### src/rtl/pref_pkg.sv
//~~~~~~~~~~~~~~~~~~~~~~~~~~~~~~~~~~~~~~~~~~~~~~~~~~~~~~~~~~~~~~~~~~~~
// predictor index_width must not exceed hist_idx_width
// learned strides are kept as 8-bit signed line counts
//~~~~~~~~~~~~~~~~~~~~~~~~~~~~~~~~~~~~~~~~~~~~~~~~~~~~~~~~~~~~~~~~~~~~
package pref_pkg;

    localparam int addr_width     = 32;
    localparam int line_offset    = 5;
    localparam int line_width     = addr_width - line_offset;
    localparam int conf_width     = 2;
    localparam int stat_width     = 16;
    localparam int stride_width   = 8;
    localparam int hist_idx_width = 6;

    localparam logic [conf_width-1:0] conf_init   = conf_width'(2);
    localparam logic [conf_width-1:0] conf_thresh = conf_width'(2);
    localparam logic [conf_width-1:0] conf_max    = '1;

    typedef enum logic {
        inst = 1'b0,
        data = 1'b1
    } pref_type_e;

    typedef struct packed {
        logic [7:0]                pad;
        logic [conf_width-1:0]     conf;
        logic [hist_idx_width-1:0] idx;
    } inst_hist_t;

    typedef struct packed {
        logic [hist_idx_width-1:0]      idx;
        logic [conf_width-1:0]          conf;
        logic signed [stride_width-1:0] stride;
    } data_hist_t;

    // same 16-bit word, decoded by whichever predictor made the request
    typedef union packed {
        inst_hist_t ih;
        data_hist_t dh;
    } pref_hist_u;

    typedef struct packed {
        logic [line_width-1:0] line;
        pref_hist_u            hist;
    } pref_cand_t;

    typedef struct packed {
        logic [addr_width-1:0] addr;
        pref_type_e            ptype;
    } pref_req_t;

    typedef struct packed {
        logic complete;
        logic hit;
        logic miss;
    } pref_resp_t;

    typedef struct packed {
        logic       en;
        logic       useful;
        pref_hist_u hist;
    } pref_train_t;

    typedef struct packed {
        logic [stat_width-1:0] total;
        logic [stat_width-1:0] hit;
        logic [stat_width-1:0] miss;
        logic [stat_width-1:0] anneal;
    } pref_stats_t;

    // 2-bit saturating confidence step
    function automatic logic [conf_width-1:0] conf_next(
        input logic [conf_width-1:0] conf,
        input logic                  up
    );
        logic [conf_width-1:0] res;
        res = conf;
        if (up && conf != conf_max) begin
            res = conf + 1'b1;
        end else if (!up && conf != '0) begin
            res = conf - 1'b1;
        end
        return res;
    endfunction

endpackage

### src/rtl/pref_issue_fsm.sv
//~~~~~~~~~~~~~~~~~~~~~~~~~~~~~~~~~~~~~~~~~~~~~~~~~~~~~~~~~~~~~~~~~~~~
// one prefetch outstanding at a time, no candidate queue
// L2 must return exactly one complete pulse per accepted request
//~~~~~~~~~~~~~~~~~~~~~~~~~~~~~~~~~~~~~~~~~~~~~~~~~~~~~~~~~~~~~~~~~~~~
module pref_issue_fsm (
    input  logic                  clk,
    input  logic                  rstn,
    input  pref_pkg::pref_cand_t  inst_cand,
    input  logic                  inst_cand_valid,
    output logic                  inst_cand_ready,
    input  pref_pkg::pref_cand_t  data_cand,
    input  logic                  data_cand_valid,
    output logic                  data_cand_ready,
    output pref_pkg::pref_req_t   l2_req,
    output logic                  l2_req_valid,
    input  logic                  l2_req_ready,
    input  pref_pkg::pref_resp_t  l2_resp,
    output pref_pkg::pref_train_t inst_train,
    output pref_pkg::pref_train_t data_train
);
    import pref_pkg::*;

    typedef enum logic [1:0] {
        IDLE,
        REQ,
        WAIT
    } state_e;

    state_e                state;
    logic [line_width-1:0] req_line;
    pref_type_e            req_type;
    pref_hist_u            req_hist;
    logic                  train_en;
    logic                  train_useful;

    // data candidate wins over instruction
    assign data_cand_ready = (state == IDLE) && data_cand_valid;
    assign inst_cand_ready = (state == IDLE) && inst_cand_valid && !data_cand_valid;

    assign l2_req_valid = (state == REQ);
    assign l2_req       = '{addr: {req_line, {line_offset{1'b0}}}, ptype: req_type};

    always_ff @(posedge clk) begin
        if (!rstn) begin
            state    <= IDLE;
            train_en <= 1'b0;
        end else begin
            train_en <= 1'b0;
            case (state)
                IDLE: begin
                    if (data_cand_ready || inst_cand_ready) begin
                        state <= REQ;
                    end
                end
                REQ: begin
                    if (l2_req_ready) begin
                        state <= WAIT;
                    end
                end
                WAIT: begin
                    if (l2_resp.complete) begin
                        state    <= IDLE;
                        train_en <= 1'b1;
                    end
                end
                default: state <= IDLE;
            endcase
        end
    end

    // latched request and its history record
    always_ff @(posedge clk) begin
        if (data_cand_ready) begin
            req_line <= data_cand.line;
            req_type <= data;
            req_hist <= data_cand.hist;
        end else if (inst_cand_ready) begin
            req_line <= inst_cand.line;
            req_type <= inst;
            req_hist <= inst_cand.hist;
        end
        // a miss means the line was fetched, so the prefetch paid off
        if (state == WAIT && l2_resp.complete) begin
            train_useful <= l2_resp.miss;
        end
    end

    assign inst_train = '{en: train_en && (req_type == inst), useful: train_useful,
                          hist: req_hist};
    assign data_train = '{en: train_en && (req_type == data), useful: train_useful,
                          hist: req_hist};

endmodule

### src/rtl/pref_stat_counter.sv
//~~~~~~~~~~~~~~~~~~~~~~~~~~~~~~~~~~~~~~~~~~~~~~~~~~~~~~~~~~~~~~~~~~~~
// counters stick at their maximum and clear only on reset
//~~~~~~~~~~~~~~~~~~~~~~~~~~~~~~~~~~~~~~~~~~~~~~~~~~~~~~~~~~~~~~~~~~~~
module pref_stat_counter (
    input  logic                 clk,
    input  logic                 rstn,
    input  pref_pkg::pref_resp_t l2_resp,
    input  logic                 anneal_unhit,
    output pref_pkg::pref_stats_t stats
);
    import pref_pkg::*;

    logic hit_ev;
    logic miss_ev;

    function automatic logic [stat_width-1:0] sat_inc(
        input logic [stat_width-1:0] cnt,
        input logic                  ev
    );
        logic [stat_width-1:0] res;
        res = cnt;
        if (ev && cnt != '1) begin
            res = cnt + 1'b1;
        end
        return res;
    endfunction

    assign hit_ev  = l2_resp.complete && l2_resp.hit;
    assign miss_ev = l2_resp.complete && l2_resp.miss;

    always_ff @(posedge clk) begin
        if (!rstn) begin
            stats <= '0;
        end else begin
            stats.total  <= sat_inc(stats.total, l2_resp.complete);
            stats.hit    <= sat_inc(stats.hit, hit_ev);
            stats.miss   <= sat_inc(stats.miss, miss_ev);
            stats.anneal <= sat_inc(stats.anneal, anneal_unhit);
        end
    end

endmodule

### src/rtl/inst_pred.sv
//~~~~~~~~~~~~~~~~~~~~~~~~~~~~~~~~~~~~~~~~~~~~~~~~~~~~~~~~~~~~~~~~~~~~
// table index is the low line bits, aliasing lines share an entry
// a dropped candidate lets the same fetch line predict again
//~~~~~~~~~~~~~~~~~~~~~~~~~~~~~~~~~~~~~~~~~~~~~~~~~~~~~~~~~~~~~~~~~~~~
module inst_pred #(
    parameter int index_width = 4
) (
    input  logic                            clk,
    input  logic                            rstn,
    input  logic [pref_pkg::line_width-1:0] fetch_line,
    input  logic                            fetch_valid,
    output pref_pkg::pref_cand_t            cand,
    output logic                            cand_valid,
    input  logic                            cand_ready,
    input  pref_pkg::pref_train_t           train,
    input  logic                            anneal_unhit,
    input  pref_pkg::pref_type_e            anneal_type,
    input  logic [pref_pkg::addr_width-1:0] anneal_addr
);
    import pref_pkg::*;

    localparam int entries = 2 ** index_width;

    logic [conf_width-1:0]  conf_tab [entries];
    logic [line_width-1:0]  prev_line;
    logic                   prev_valid;
    logic [line_width-1:0]  next_line;
    logic [index_width-1:0] next_idx;
    logic [index_width-1:0] train_idx;
    logic [index_width-1:0] anneal_idx;
    logic                   new_line;
    pref_hist_u             hist_word;

    assign next_line  = fetch_line + 1'b1;
    assign next_idx   = next_line[index_width-1:0];
    assign train_idx  = train.hist.ih.idx[index_width-1:0];
    assign anneal_idx = anneal_addr[line_offset +: index_width];
    assign new_line   = fetch_valid && (!prev_valid || fetch_line != prev_line);

    always_comb begin
        hist_word         = '0;
        hist_word.ih.idx  = hist_idx_width'(next_idx);
        hist_word.ih.conf = conf_tab[next_idx];
    end

    always_ff @(posedge clk) begin
        if (!rstn) begin
            prev_valid <= 1'b0;
            cand_valid <= 1'b0;
        end else begin
            cand_valid <= new_line && (conf_tab[next_idx] >= conf_thresh);
            if (fetch_valid) begin
                prev_valid <= 1'b1;
            end else if (cand_valid && !cand_ready) begin
                prev_valid <= 1'b0;
            end
        end
    end

    always_ff @(posedge clk) begin
        if (fetch_valid) begin
            prev_line <= fetch_line;
        end
        if (new_line) begin
            cand.line <= next_line;
            cand.hist <= hist_word;
        end
    end

    // anneal overrides training on the same entry
    always_ff @(posedge clk) begin
        if (!rstn) begin
            for (int i = 0; i < entries; i++) begin
                conf_tab[i] <= conf_init;
            end
        end else begin
            if (train.en) begin
                conf_tab[train_idx] <= conf_next(conf_tab[train_idx], train.useful);
            end
            if (anneal_unhit && anneal_type == inst) begin
                conf_tab[anneal_idx] <= '0;
            end
        end
    end

endmodule

### src/rtl/data_pred.sv
//~~~~~~~~~~~~~~~~~~~~~~~~~~~~~~~~~~~~~~~~~~~~~~~~~~~~~~~~~~~~~~~~~~~~
// indexed by PC word address bits, strides limited to +/-127 lines
// the line last accepted by the issue machine is not offered again
//~~~~~~~~~~~~~~~~~~~~~~~~~~~~~~~~~~~~~~~~~~~~~~~~~~~~~~~~~~~~~~~~~~~~
module data_pred #(
    parameter int index_width = 4
) (
    input  logic                            clk,
    input  logic                            rstn,
    input  logic [pref_pkg::line_width-1:0] acc_line,
    input  logic [pref_pkg::addr_width-1:0] acc_pc,
    input  logic                            acc_valid,
    output pref_pkg::pref_cand_t            cand,
    output logic                            cand_valid,
    input  logic                            cand_ready,
    input  pref_pkg::pref_train_t           train,
    input  logic                            anneal_unhit,
    input  pref_pkg::pref_type_e            anneal_type,
    input  logic [pref_pkg::addr_width-1:0] anneal_addr
);
    import pref_pkg::*;

    localparam int entries = 2 ** index_width;

    typedef struct packed {
        logic [line_width-1:0]          last_line;
        logic signed [stride_width-1:0] stride;
        logic [conf_width-1:0]          conf;
        logic                           valid;
    } stride_entry_t;

    stride_entry_t            tab [entries];
    stride_entry_t            ent;
    stride_entry_t            upd;
    logic [index_width-1:0]   pc_idx;
    logic [index_width-1:0]   train_idx;
    logic [index_width-1:0]   anneal_idx;
    logic [line_width-1:0]    delta;
    logic [stride_width-1:0]  new_stride;
    logic [line_width-1:0]    target;
    logic [line_width-1:0]    issued_line;
    logic                     issued_valid;
    logic                     offer;
    pref_hist_u               hist_word;

    // the two byte bits of the word-aligned PC are skipped
    assign pc_idx     = acc_pc[2 +: index_width];
    assign train_idx  = train.hist.dh.idx[index_width-1:0];
    assign anneal_idx = anneal_addr[2 +: index_width];
    assign ent        = tab[pc_idx];
    assign delta      = acc_line - ent.last_line;
    assign new_stride = delta[stride_width-1:0];

    always_comb begin
        upd           = ent;
        upd.last_line = acc_line;
        upd.valid     = 1'b1;
        if (!ent.valid) begin
            upd.stride = '0;
        end else if (new_stride == ent.stride) begin
            upd.conf = conf_next(ent.conf, 1'b1);
        end else begin
            upd.conf = conf_next(ent.conf, 1'b0);
            // stride 0 means nothing learned yet
            if (upd.conf == '0 || ent.stride == '0) begin
                upd.stride = new_stride;
            end
        end
    end

    assign target = acc_line + {{(line_width - stride_width){upd.stride[stride_width-1]}},
                                upd.stride};
    assign offer  = acc_valid && (upd.conf >= conf_thresh) && (upd.stride != '0)
                    && !(issued_valid && target == issued_line);

    always_comb begin
        hist_word           = '0;
        hist_word.dh.idx    = hist_idx_width'(pc_idx);
        hist_word.dh.conf   = upd.conf;
        hist_word.dh.stride = upd.stride;
    end

    always_ff @(posedge clk) begin
        if (!rstn) begin
            cand_valid   <= 1'b0;
            issued_valid <= 1'b0;
        end else begin
            cand_valid <= offer;
            if (cand_valid && cand_ready) begin
                issued_valid <= 1'b1;
            end
        end
    end

    always_ff @(posedge clk) begin
        if (offer) begin
            cand.line <= target;
            cand.hist <= hist_word;
        end
        if (cand_valid && cand_ready) begin
            issued_line <= cand.line;
        end
    end

    // training overrides the access write and anneal overrides both
    always_ff @(posedge clk) begin
        if (!rstn) begin
            for (int i = 0; i < entries; i++) begin
                tab[i] <= '{last_line: '0, stride: '0, conf: conf_init, valid: 1'b0};
            end
        end else begin
            if (acc_valid) begin
                tab[pc_idx] <= upd;
            end
            if (train.en) begin
                tab[train_idx].conf <= conf_next(tab[train_idx].conf, train.useful);
            end
            if (anneal_unhit && anneal_type == data) begin
                tab[anneal_idx].conf <= '0;
            end
        end
    end

endmodule

### src/rtl/prefetching.sv
//~~~~~~~~~~~~~~~~~~~~~~~~~~~~~~~~~~~~~~~~~~~~~~~~~~~~~~~~~~~~~~~~~~~~
// index_width sets both predictor tables and may be at most 6
//~~~~~~~~~~~~~~~~~~~~~~~~~~~~~~~~~~~~~~~~~~~~~~~~~~~~~~~~~~~~~~~~~~~~
module prefetching #(
    parameter int index_width = 4
) (
    input  logic                            clk,
    input  logic                            rstn,
    input  logic [pref_pkg::line_width-1:0] fetch_line,
    input  logic                            fetch_valid,
    input  logic [pref_pkg::line_width-1:0] acc_line,
    input  logic [pref_pkg::addr_width-1:0] acc_pc,
    input  logic                            acc_valid,
    input  logic                            anneal_unhit,
    input  pref_pkg::pref_type_e            anneal_type,
    input  logic [pref_pkg::addr_width-1:0] anneal_addr,
    output pref_pkg::pref_req_t             l2_req,
    output logic                            l2_req_valid,
    input  logic                            l2_req_ready,
    input  pref_pkg::pref_resp_t            l2_resp,
    output pref_pkg::pref_stats_t           stats
);
    import pref_pkg::*;

    pref_cand_t  inst_cand;
    logic        inst_cand_valid;
    logic        inst_cand_ready;
    pref_cand_t  data_cand;
    logic        data_cand_valid;
    logic        data_cand_ready;
    pref_train_t inst_train;
    pref_train_t data_train;

    inst_pred #(
        .index_width(index_width)
    ) u_inst_pred (
        .clk         (clk),
        .rstn        (rstn),
        .fetch_line  (fetch_line),
        .fetch_valid (fetch_valid),
        .cand        (inst_cand),
        .cand_valid  (inst_cand_valid),
        .cand_ready  (inst_cand_ready),
        .train       (inst_train),
        .anneal_unhit(anneal_unhit),
        .anneal_type (anneal_type),
        .anneal_addr (anneal_addr)
    );

    data_pred #(
        .index_width(index_width)
    ) u_data_pred (
        .clk         (clk),
        .rstn        (rstn),
        .acc_line    (acc_line),
        .acc_pc      (acc_pc),
        .acc_valid   (acc_valid),
        .cand        (data_cand),
        .cand_valid  (data_cand_valid),
        .cand_ready  (data_cand_ready),
        .train       (data_train),
        .anneal_unhit(anneal_unhit),
        .anneal_type (anneal_type),
        .anneal_addr (anneal_addr)
    );

    pref_issue_fsm u_issue_fsm (
        .clk            (clk),
        .rstn           (rstn),
        .inst_cand      (inst_cand),
        .inst_cand_valid(inst_cand_valid),
        .inst_cand_ready(inst_cand_ready),
        .data_cand      (data_cand),
        .data_cand_valid(data_cand_valid),
        .data_cand_ready(data_cand_ready),
        .l2_req         (l2_req),
        .l2_req_valid   (l2_req_valid),
        .l2_req_ready   (l2_req_ready),
        .l2_resp        (l2_resp),
        .inst_train     (inst_train),
        .data_train     (data_train)
    );

    pref_stat_counter u_stat_counter (
        .clk         (clk),
        .rstn        (rstn),
        .l2_resp     (l2_resp),
        .anneal_unhit(anneal_unhit),
        .stats       (stats)
    );

endmodule

### config.mk
export PLATFORM = sky130hd
export DESIGN_NAME = prefetching
export DESIGN_NICKNAME = d
export VERILOG_FILES = /design/src/rtl/pref_pkg.sv /design/src/rtl/pref_issue_fsm.sv /design/src/rtl/pref_stat_counter.sv /design/src/rtl/inst_pred.sv /design/src/rtl/data_pred.sv /design/src/rtl/prefetching.sv
export SDC_FILE = /design/constraint.sdc
export NUM_CORES = 1
export LEC_CHECK = 0
export ABC_AREA = 1
export BUFFER_PORTS_ARGS = -buffer_cell sky130_fd_sc_hd__buf_2
export CAP_MARGIN = 20
export CELL_PAD_IN_SITES_DETAIL_PLACEMENT = 0
export CELL_PAD_IN_SITES_GLOBAL_PLACEMENT = 1
export CORE_ASPECT_RATIO = 0.75
export CORE_UTILIZATION = 35
export DETAILED_ROUTE_END_ITERATION = 16
export GPL_ROUTABILITY_DRIVEN = 1
export PLACE_DENSITY_LB_ADDON = 0.1
export SYNTH_ARGS = -nofsm -noshare
export SYNTH_HDL_FRONTEND = slang
export SYNTH_SLANG_ARGS = --single-unit
### constraint.sdc
create_clock -name clk -period 11.3 [get_ports clk]
set_clock_uncertainty 0.1 [all_clocks]
set_input_delay 0 -clock clk [delete_from_list [all_inputs] [get_ports clk]]
set_output_delay 0 -clock clk [all_outputs]
set_load 0.005 [all_outputs]
Word-level counts from Yosys, hierarchy flattened
Memory sizes are Yosys's and may differ from the RTL's. A register that Yosys moved wholly into a read port is not among the register bits.
Index checks and enable logic that the tools add are counted.
{"block": "totals", "regBits": 242, "mem_bits_rw": 640, "input_bits": 128, "out_inout_bits": 98, "word_cells": 165, "n_memories": 2}
{"name": "u_data_pred.tab", "words": 16, "word_bits": 38, "read_ports": 2, "rd_ports_with_merged_regs": 1, "wr": 16, "line": "data_pred.sv:32", "source": "stride_entry_t tab [entries];"}
{"name": "u_inst_pred.conf_tab", "words": 16, "word_bits": 2, "read_ports": 2, "rd_ports_with_merged_regs": 1, "wr": 16, "line": "inst_pred.sv:24", "source": "logic [conf_width-1:0] conf_tab [entries];"}
{"block": "op_classes", "add_sub_neg": 13, "order_cmp": 2, "n_eq_ne": 15, "muxes": 61, "bitwise_logic": 2, "reduce_logical": 50}
{"cell": "2-to-1 mux 38 bit", "n": 3}
{"cell": "OR reduction 38 bit", "n": 3}
{"cell": "adder 16 x 1 -> 16 bit, second input constant", "n": 4}
{"cell": "inequality test 16 bit, second input constant", "n": 4}
{"cell": "2-to-1 mux 27 bit", "n": 2}
{"cell": "2-to-1 mux 2 bit", "n": 21}
{"cell": "2-to-1 mux 14 bit", "n": 2}
{"cell": "2-to-1 mux 4 bit", "n": 7}
{"cell": "adder 27 x 1 -> 27 bit, second input constant", "n": 1}
{"cell": "adder 27 bit", "n": 1}
{"cell": "== test 27 bit", "n": 1}
{"cell": "inequality test 27 bit", "n": 1}
{"cell": "logical AND 1 bit", "n": 26}
{"cell": "2-to-1 mux 8 bit", "n": 3}
{"cell": "2-to-1 mux 1 bit", "n": 22}
{"cell": "inequality test 2 bit, second input constant", "n": 5}
{"cell": "nonzero test 2 bit", "n": 5}
{"cell": "== test 8 bit", "n": 1}
{"cell": "logical NOT 8 bit", "n": 1}
{"cell": "nonzero test 8 bit", "n": 1}
{"cell": "subtractor 8 bit", "n": 1}
{"cell": "adder 2 x 1 -> 2 bit, second input constant", "n": 3}
{"cell": "one-hot mux 2 bit (3 select lines)", "n": 1}
{"cell": "subtractor 2 x 1 -> 2 bit, second input constant", "n": 3}
{"cell": "11 further kinds", "n": 21}

Depth between registers and ports, before layout
Gate-level depths: netlist of the first run.
An unclocked memory read counts as a cell.
{"block": "depth", "word_depth": 15, "depth_mapped": 56, "depth_no_buf": 50}

Cells and area by module
Synthesis of the first run repeated with hierarchy kept, for this count alone.
{"block": "unflattened", "cells_unflattened": 3694, "hier_area_um2": 30108.9}
{"module": "data_pred", "instances": 1, "cells_per_inst": 2240, "area_each_um2": 19168.4, "seq_area_each_um2": 10730.3}
{"module": "inst_pred", "instances": 1, "cells_per_inst": 622, "area_each_um2": 4963.5, "seq_area_each_um2": 2362.3}
{"module": "pref_stat_counter", "instances": 1, "cells_per_inst": 592, "area_each_um2": 3683.5, "seq_area_each_um2": 1281.2}
{"module": "pref_issue_fsm", "instances": 1, "cells_per_inst": 240, "area_each_um2": 2293.4, "seq_area_each_um2": 1401.3}

Least setup slack after synthesis of the first run
Ideal clock, no wire load.
{"block": "synth_timing", "path_type": "input to register", "startpoint": "in acc_pc[2] (netlist name)", "endpoint": "reg u_data_pred.cand[0] (netlist name) (enable)", "setup_ns": 0.390, "arrival_ns": 7.123, "required_ns": 10.810, "slack_ns": 3.687, "cell_stages": 48, "path_buffers": 6, "path_cell_list": "buf_4 buf_6 buf_4 nor2_2 buf_2 buf_1 a22oi_1 a21oi_1 or4_1 ha_1 fa_1 nand3b_1 and2_1 inv_1 a21oi_1 nor2_1 nor2_1 xor2_1 [... 12 more ...] nand2_1 a21oi_1 or2_2 o21ai_0 nand3_1 o21bai_2 nand2_1 nand2_1 nand2_1 nand2_1 nand2_1 nand3_1 nand2_1 nand4_1 nor2_1 nand2_1 nand2_1 inv_1"}
{"element": "start: declaration", "line": "prefetching.sv:12", "source": "input logic [pref_pkg::addr_width-1:0] acc_pc,"}
{"element": "end: declaration", "line": "data_pred.sv:13", "source": "output pref_pkg::pref_cand_t cand,"}

==> results.yml, run 1 <==
status:
  status: "finished clean"
logic_synthesis:
  yosys.cell_count.top_type: "nand2_1"
  synth_area_um2: 28300
  synth.area.top_cells: "edfxtp_1 (43%), nand2_1 (11%), dfxtp_1 (11%)"
  yosysTopAreaCell: "edfxtp_1"
  ys_async_sr_fraction: 0
  synth_cells: 3342
  ys_seq_area_frac: 0.546
  synth_ff_type: "edfxtp_1"
  ys.warnings.count: 0
  synthTopCellsByCount: "nand2_1 (866), nor2_1 (521), edfxtp_1 (408)"
  ys_seq_elements: 568
  syn_area_per_cell_um2: 8.46
  netlist.area_leader.share: 0.433
  synth_edf_count: 408
  synth_cell_types: 60
finish:
  post-route-util: 0.422
  n_fill_cell: 7953
  finalNetCount: 3748
  seqCellArea_um2: 15500
  layout-drive-gt1-share: 0.102
  final_area_um2: 33400
  num_antenna_cells: 0
  layout-area-overhead-vs-synth_pct: 18.2
  multi_input_area_um2: 10900
min_path:
  min_to: "u_inst_pred.prev_line[11]"
  hp-start: "fetch_line[11]"
  hold_path.class: "input pin to flip-flop"
  hold_depth: 2
floorplanning:
  core_um2: 79300
  die_area_um2: 82000
  num_rows: 89
  io_pins: 226
  start_util: 0.357
  die_height_um: 248
  die_width_um: 330
timing:
  rsz0062_at_grt: "false"
  relSlewSlack: 0.233
  clock.fmax_mhz: 107
  worstMarginPinSlew_ps: 1150
  timing.final.crit_share: 0.831
  timing.hold.ws_ps: 45.5
  final_hold_viol_count: 0
  setup_viol: 0
  tns_ps: 0
  setup_slack_ps: 1910
  layout_min_cycle_time_ps: 9390
  maxSlewViolCount: 0
power:
  p_switching_uw: 1660
  p_int_uw: 3920
  power_frac_clock: 0.379
  ir_worst_vdd_uv: 136
  power_frac_comb: 0.182
  switching_share: 0.297
  p_leak_uw: 0.0136
  powerDensity_nw_per_um2: 167
  seq_power_share: 0.439
drt:
  drtIter0Drc: 2250
  totalWireLength_um: 94800
  ant_nets: 0
  drc: 0
  wl_per_cell_um: 20.2
  dr.pass1.iters: 6
  vias: 24405
  via_per_inst: 5.20
global_route:
  globalRouteMet3Util: 0.0393
  grt_use_total: 0.231
  top_usage_layer: "met2"
  antenna_found_initial: 1
  grt_pass1_vias: 23494
  use_met1: 0.341
  grt_pass1_wl_um: 143000
  grt_max_degree: 65
  grt.met2_usage: 0.349
  grt-ovfl-total: 0
place:
  dpl-instance-area_um2: 30200
  routabilityCongestion: 0.859
  post-dp-hpwl_um: 63500
  placement.io_buffers: 167
  post-place-ws_ps: 2060
clocking:
  cts_tree: "done"
  numCtsBuffers: 61
  clkSinkCount: 568
  post_cts_buffers: 0
  clk_latency_ps: 650
  htreeDepth: 2
  clk_pin_slew_ps: 60
  cts-root-buf: "clkbuf_16"
  clk_path_buf_depth: 3
setup_path:
  max_stage_delay_ps: 610
  worstReg2RegStart: "u_data_pred.tab[4][11]"
  r2r_end: "u_data_pred.cand[39]"
  cp_max_fo: 29
  cp_common_cell: "nand2_1"
  required_ps: 11560
  worstPathArrival_ps: 9640
  critPathSlowestCell: "or4_1"
  path_class: "input pin to flip-flop"
  cp-end-kind: "flip-flop"
  startpoint: "acc_pc[3]"
  critPathLaunchType: "input pin"
  ff2ff_path_depth: 45
  ff2ff_setup_slack_ps: 2480
flow_run:
  cap_violations: 0
-- critical path, delay by kind of cell --
family                   cells  cell delay, ps
buffers and inverters       13            3400
adder cells (fa/ha/maj)      3            1050
AO/OA/AOI/OAI                9            1280
AND/OR/NAND/NOR             23            3590
XOR/XNOR                     2             300
-- how the worst max path moves through the flow --
stage / depth (start not counted) / to
final: 50 / u_data_pred.cand[39]
after global routing: 50 / u_data_pred.cand[39]
after CTS: 50 / u_data_pred.cand[39]
after detailed placement: 46 / u_data_pred.cand[39]
after global placement: 49 / u_data_pred.cand[39]
after floorplan: 48 / u_data_pred.cand[0]
-- cells by family after synthesis --
| group | after synthesis | synth area share |
|---|---|---|
| other | 1 | 0.000133 |
| AOI/OAI and AO/OA | 452 | 0.0952 |
| xor gates and xnor gates | 61 | 0.0204 |
| DFF | 568 | 0.546 |
| and+or+nand+nor | 1745 | 0.255 |
| adders and majority gates | 28 | 0.0129 |
| buffers and inverters | 480 | 0.0679 |
| muxes | 7 | 0.00257 |
-- layout by cell type (no fill, tap or decap), drive strengths merged, types with 52 or more instances in the layout --
cell type / Yosys / routed
inv: 326 / 330
edfxtp: 408 / 408
dlygate4sd3: 0 / 107
nor2: 536 / 536
nor3: 77 / 77
nand2: 877 / 877
nand4: 52 / 52
o21ai: 137 / 137
buf: 46 / 219
nand3: 159 / 159
dfxtp: 160 / 160
a21oi: 137 / 137
a22oi: 58 / 58
clkbuf: 97 / 70
-- sequential cells by signal, summed over array words and instances (netlist names), 2 cells and up, named ones only --
| name | flops |
|---|---|
| u_inst_pred.cand | 27 |
| u_issue_fsm.req_line | 27 |
| u_issue_fsm.req_hist | 8 |
| u_stat_counter.stats | 64 |
| u_data_pred.tab | 304 |
| u_inst_pred.prev_line | 27 |
| u_data_pred.issued_line | 27 |
| u_data_pred.cand | 35 |
| u_issue_fsm.state | 2 |
| u_inst_pred.conf_tab | 32 |
-- metal layers --
layer,share of wire,routed length (um),vias to the layer above
met5,0,0,-
li1,-,-,11669
met2,0.42,40200,866
met3,0.076,7240,139
met1,0.48,45200,11731
met4,0.022,2060,0
-- cell type report --
cell class / instances / area share
flip-flops and latches: 568 / 0.462
multi-input cells: 2298 / 0.327
repair buffers: 326 / 0.0716
clock buffers: 70 / 0.0470
well taps: 1046 / 0.0391
inverters: 337 / 0.0378
clock inverters: 44 / 0.0148
-- per-stage QoR --
step,instances,power [uW]
finish,4689,5590
global route,4689,5840
CTS,4686,5630
detailed placement,4465,3450
global placement,4462,3440
floorplan,3346,3110
-- what timing repair did --
item	in CTS	in global routing
gates resized for setup	0	0
hold buffers	107	0
hold endpoints to repair	245	0
-- power by group through the flow --
stage	clock network [uW]	registers (uW)	logic (uW)
2_1_floorplan	0	2460	642
3_3_place_gp	0	2490	952
3_5_place_dp	0	2490	961
4_1_cts	2160	2450	1010
5_1_grt	2240	2460	1140
6_report	2120	2450	1020
(Power assumes the default switching activity.)
==> inputs of run 2 (changes only) <==
==> constraint.sdc (replaced) <==
create_clock -name clk -period 8.5 [get_ports clk]
set_clock_uncertainty 0.1 [all_clocks]
set_input_delay 0 -clock clk [delete_from_list [all_inputs] [get_ports clk]]
set_output_delay 0 -clock clk [all_outputs]
set_load 0.005 [all_outputs]
==> run 2 against run 1 <==
Compared with the run above:
- first-iteration DRC count decreased by 3.6%
- wire length increased by 1.7%
- register-to-register slack got worse by 1700 ps
- global-route usage increased by 0.14 points
- sequential cell count unchanged
- hold slack got worse by 4.1 ps
- clock-buffer cell count increased by 5
- core utilization increased by 0.24 points
- non-clock buffer count increased by 16
- sequential share of layout area decreased by 0.27 points
- final cell count increased by 0.38%
- largest cell class unchanged
- largest power group unchanged
==> results.yml, run 2 (synthesis results as in run 1) <==
setup_path:
  critPathSlowestCell: "or4_1"
  required_ps: 8740
  worstPathArrival_ps: 8110
  cp-end-kind: "flip-flop"
  ff2ff_setup_slack_ps: 810
  path_class: "input pin to flip-flop"
  cp_common_cell: "nand2_1"
  cp_max_fo: 35
  critPathLaunchType: "input pin"
  max_stage_delay_ps: 590
floorplanning:
  die_area_um2: 82000
  start_util: 0.357
  die_height_um: 248
  io_pins: 226
  core_um2: 79300
  die_width_um: 330
  num_rows: 89
timing:
  clock.fmax_mhz: 127
  setup_viol: 0
  relSlewSlack: 0.258
  rsz0062_at_grt: "false"
  final_hold_viol_count: 0
  layout_min_cycle_time_ps: 7860
  worstMarginPinSlew_ps: 1110
  maxSlewViolCount: 0
  timing.final.crit_share: 0.925
  tns_ps: 0
  setup_slack_ps: 637
global_route:
  grt_max_degree: 67
  use_met1: 0.344
  grt_pass1_vias: 23280
  globalRouteMet3Util: 0.0395
  grt_use_total: 0.233
  grt-ovfl-total: 0
  antenna_found_initial: 1
  grt_pass1_wl_um: 144000
  top_usage_layer: "met2"
  grt.met2_usage: 0.348
power:
  ir_worst_vdd_uv: 158
  p_leak_uw: 0.0137
  switching_share: 0.296
  power_frac_clock: 0.375
  seq_power_share: 0.438
  powerDensity_nw_per_um2: 221
  p_switching_uw: 2200
  power_frac_comb: 0.187
  p_int_uw: 5230
finish:
  top_regs: "u_data_pred.tab: 304 flops, u_stat_counter.stats: 64 flops, u_data_pred.cand: 35 flops"
  final_area_um2: 33600
  registers.top_by_ff_count: "u_data_pred.tab"
  largest_reg_flops: 304
  final_common_cell: "nand2_1"
  layout-drive-gt1-share: 0.102
  post-route-util: 0.424
  layout_common_cells: "nand2_1 (866), nor2_1 (519), edfxtp_1 (408)"
  finalNetCount: 3764
  layout-area-overhead-vs-synth_pct: 18.9
clocking:
  clk_latency_ps: 660
  clk_pin_slew_ps: 60
  cts-root-buf: "clkbuf_16"
  clkSinkCount: 568
  numCtsBuffers: 61
  cts_tree: "done"
  htreeDepth: 2
  clk_path_buf_depth: 3
place:
  routabilityCongestion: 0.881
  post-place-ws_ps: 845
  post-dp-hpwl_um: 65200
  placement.io_buffers: 167
  dpl-instance-area_um2: 30300
drt:
  ant_nets: 0
  dr.pass1.iters: 6
  drc: 0
  wl_per_cell_um: 20.5
  drtIter0Drc: 2168
  vias: 24364
  totalWireLength_um: 96400
  via_per_inst: 5.18
status:
  status: "finished clean"
flow_run:
  cap_violations: 0
min_path:
  hold_path.class: "input pin to flip-flop"
==> run 2: cell types whose count changed in the layout (fill, tap and decap cells not counted), sizes merged <==
cell,before,now
buf,219,229
clkbuf,70,76
dlygate4sd3,107,112
clkinvlp,7,5
diode,0,2
bufinv,10,9
clkinv,34,33
inv,330,329
==> run 2: power groups by stage <==
stage	combinational (uW)	clock [uW]	sequential, uW
finish	1390	2780	3250
global route	1550	2940	3270
CTS	1380	2850	3250
detailed placement	1300	0	3310
global placement	1290	0	3310
floorplan	853	0	3280
==> run 2: worst max-delay path, delay by kind of cell <==
kind                       cells  cell delay (ps)
adders and majority gates      4             1340
and+or+nand+nor               27             3350
buffers and inverters         11             2310
AOI/OAI and AO/OA              4              670
xor gates and xnor gates       2              390
==> run 2: layer usage <==
metal	vias to the layer above	share of wire	routed length, um
li1	11704	-	-
met4	0	0.021	2070
met2	819	0.43	41100
met5	-	0	0
met1	11711	0.48	46200
met3	130	0.073	7010
==> run 2: per-stage QoR <==
| step | total power [uW] | hold slack [ps] | instances |
|---|---|---|---|
| finish | 7430 | 41.4 | 4707 |
| global route | 7750 | 14.8 | 4706 |
| floorplan | 4130 | -1.13 | 3346 |
| CTS | 7480 | 0.532 | 4701 |
| detailed placement | 4610 | 96.3 | 4475 |
| global placement | 4590 | 95.6 | 4470 |
==> run 2: final timing paths <==
path / startpoint / end / cells after the start
hold reg to reg: u_data_pred.cand[42] / u_data_pred.issued_line[26] / 0
setup / recovery: acc_pc[3] / u_data_pred.cand[20] / 48
setup reg to reg: u_data_pred.tab[8][11] / u_data_pred.cand[20] / 43
hold / removal: fetch_line[11] / u_inst_pred.prev_line[11] / 2
==> run 2: timing repair <==
action	in CTS	in global routing
resized for setup	0	5
hold buffers	112	0
endpoints found under the setup margin	0	35
buffers inserted	0	0
endpoints found under the hold margin	258	0
==> run 2: final cells by class <==
class,count,area (um^2)
Timing Repair Buffer,342,2590
Fill cell,7909,45700
Inverter,337,1260
Antenna cell,2,5.00
Clock buffer,75,1620
Multi-Input combinational cell,2298,11000
Tap cell,1046,1310
Clock inverter,39,420
Sequential cell,568,15500
==> inputs of run 3 (changes only) <==
--- a/config.mk
+++ b/config.mk
@@ -11,7 +11,8 @@
 export CELL_PAD_IN_SITES_DETAIL_PLACEMENT = 0
 export CELL_PAD_IN_SITES_GLOBAL_PLACEMENT = 1
 export CORE_ASPECT_RATIO = 0.75
-export CORE_UTILIZATION = 35
+export CORE_UTILIZATION = 41
+export CTS_CLUSTER_SIZE = 40
 export DETAILED_ROUTE_END_ITERATION = 16
 export GPL_ROUTABILITY_DRIVEN = 1
 export PLACE_DENSITY_LB_ADDON = 0.1
==> run 3 against run 2 <==
Compared with the run above:
- sequential cell count unchanged
- clock power is 3% lower
- die area decreased by 15%
- hold slack got worse by 18 ps
- fmax is 0.84% higher
- critical path type unchanged
- critical path depth grew 2
- global-route usage increased by 2.5 points
==> results.yml, run 3 (synthesis results as in run 1) <==
drt:
  drtIter0Drc: 2196
  via_per_inst: 5.37
  drc: 0
  totalWireLength_um: 91400
  dr.pass1.iters: 6
  wl_per_cell_um: 20.2
  ant_nets: 0
  vias: 24281
finish:
  largest_reg_flops: 304
  n_fill_cell: 6504
  top_regs: "u_data_pred.tab: 304 flops, u_stat_counter.stats: 64 flops, u_data_pred.cand: 35 flops"
  num_antenna_cells: 0
  layout-drive-gt1-share: 0.104
  finalNetCount: 3747
  final_common_cell: "nand2_1"
  layout_common_cells: "nand2_1 (866), nor2_1 (519), edfxtp_1 (408)"
  registers.top_by_ff_count: "u_data_pred.tab"
  layout-area-overhead-vs-synth_pct: 17.7
clocking:
  numCtsBuffers: 59
  post_cts_buffers: 0
  clk_path_buf_depth: 3
  cts-root-buf: "clkbuf_16"
  clk_latency_ps: 640
  cts_tree: "done"
  htreeDepth: 2
  clk_pin_slew_ps: 60
  clkSinkCount: 568
floorplanning:
  die_area_um2: 70100
  die_height_um: 229
  die_width_um: 305
  start_util: 0.419
  io_pins: 226
  core_um2: 67500
  num_rows: 82
place:
  post-dp-hpwl_um: 61300
  routabilityCongestion: 0.899
  placement.io_buffers: 167
setup_path:
  worstPathArrival_ps: 8050
  worstReg2RegStart: "u_data_pred.tab[0][11]"
  ff2ff_path_depth: 45
  critPathSlowestCell: "or4_1"
  worstSetupEndpoint: "u_data_pred.cand[36]"
  required_ps: 8750
  r2r_end: "u_data_pred.cand[36]"
  ff2ff_setup_slack_ps: 920
  max_stage_delay_ps: 590
  cp_common_cell: "nand2_1"
  critPathLaunchType: "input pin"
  startpoint: "acc_pc[3]"
  path_class: "input pin to flip-flop"
  cp-end-kind: "flip-flop"
  cp_max_fo: 35
global_route:
  grt-ovfl-total: 0
  grt_use_total: 0.258
  antenna_found_initial: 1
  grt_max_degree: 65
  grt_pass1_vias: 23167
  grt_pass1_wl_um: 139000
timing:
  layout_min_cycle_time_ps: 7800
  relSlewSlack: 0.245
  rsz0062_at_grt: "false"
  setup_viol: 0
  clock.fmax_mhz: 128
  timing.final.crit_share: 0.917
  maxSlewViolCount: 0
  worstMarginPinSlew_ps: 1130
  final_hold_viol_count: 0
  timing.hold.ws_ps: 23.4
  tns_ps: 0
power:
  powerDensity_nw_per_um2: 220
  ir_worst_vdd_uv: 176
  p_leak_uw: 0.0136
status:
  status: "finished clean"
min_path:
  hold_path.class: "input pin to flip-flop"
flow_run:
  cap_violations: 0
[run 3: area by class of cell]
| cell class | count | area [um^2] | share of cell area |
|---|---|---|---|
| Clock buffer | 72 | 1550 | 0.0464 |
| Clock inverter | 38 | 428 | 0.0129 |
| Inverter | 337 | 1260 | 0.0380 |
| Multi-Input combinational cell | 2298 | 11000 | 0.329 |
| Sequential cell | 568 | 15500 | 0.464 |
| Tap cell | 882 | 1100 | 0.0331 |
| Timing Repair Buffer | 327 | 2540 | 0.0762 |
[run 3: power by group]
group          switching [uW]  internal, uW  leakage (uW)
Sequential               88.9          3170       0.00529
Combinational             927           440       0.00742
Clock                    1170          1540      0.000947
Total                    2190          5150        0.0136
[run 3: routing by layer]
layer	vias up	wire [um]	track usage
li1	11657	-	-
met1	11610	43700	0.389
met2	888	38900	0.385
met3	126	7150	0.0412
met4	0	1710	0.0603
met5	-	0	0
[run 3: repair_timing]
action	CTS	global route
hold buffers	100	0
endpoints found under the hold margin	277	0
gates resized for setup	0	7
endpoints found under the setup margin	0	35
[run 3: worst min-delay path by stage]
stage                              start                         to  slack [ps]  depth (start not counted)
after floorplan                acc_pc[2]       u_data_pred.cand[10]          -1                          0
after global placement    fetch_line[13]  u_inst_pred.prev_line[13]         100                          1
after detailed placement  fetch_line[13]  u_inst_pred.prev_line[13]         100                          1
after CTS                 fetch_line[12]  u_inst_pred.prev_line[12]         0.5                          2
after global routing          l2_resp[0]   u_issue_fsm.train_useful          20                          2
final                       acc_line[22]       u_data_pred.cand[39]          20                          8
[run 3: worst max-delay path, delay by kind of cell]
| kind | cells | cell delay (ps) |
|---|---|---|
| xor gates and xnor gates | 2 | 390 |
| adders and majority gates | 3 | 1030 |
| and+or+nand+nor | 26 | 3360 |
| AOI/OAI and AO/OA | 8 | 900 |
| buffers and inverters | 11 | 2320 |
[run 3: through the flow]
step | area (um^2) | setup slack (ps) | utilization | power (uW) | std cells
3_5_place_dp | 30100 | 879 | 0.446 | 4590 | 4306
2_1_floorplan | 28300 | 887 | - | 4130 | 3346
4_1_cts | 33100 | 401 | 0.491 | 7360 | 4516
6_report | 33300 | 702 | 0.493 | 7340 | 4522
3_3_place_gp | 30000 | 908 | 0.444 | 4570 | 4301
5_1_grt | 33300 | 2.25 | 0.493 | 7650 | 4522
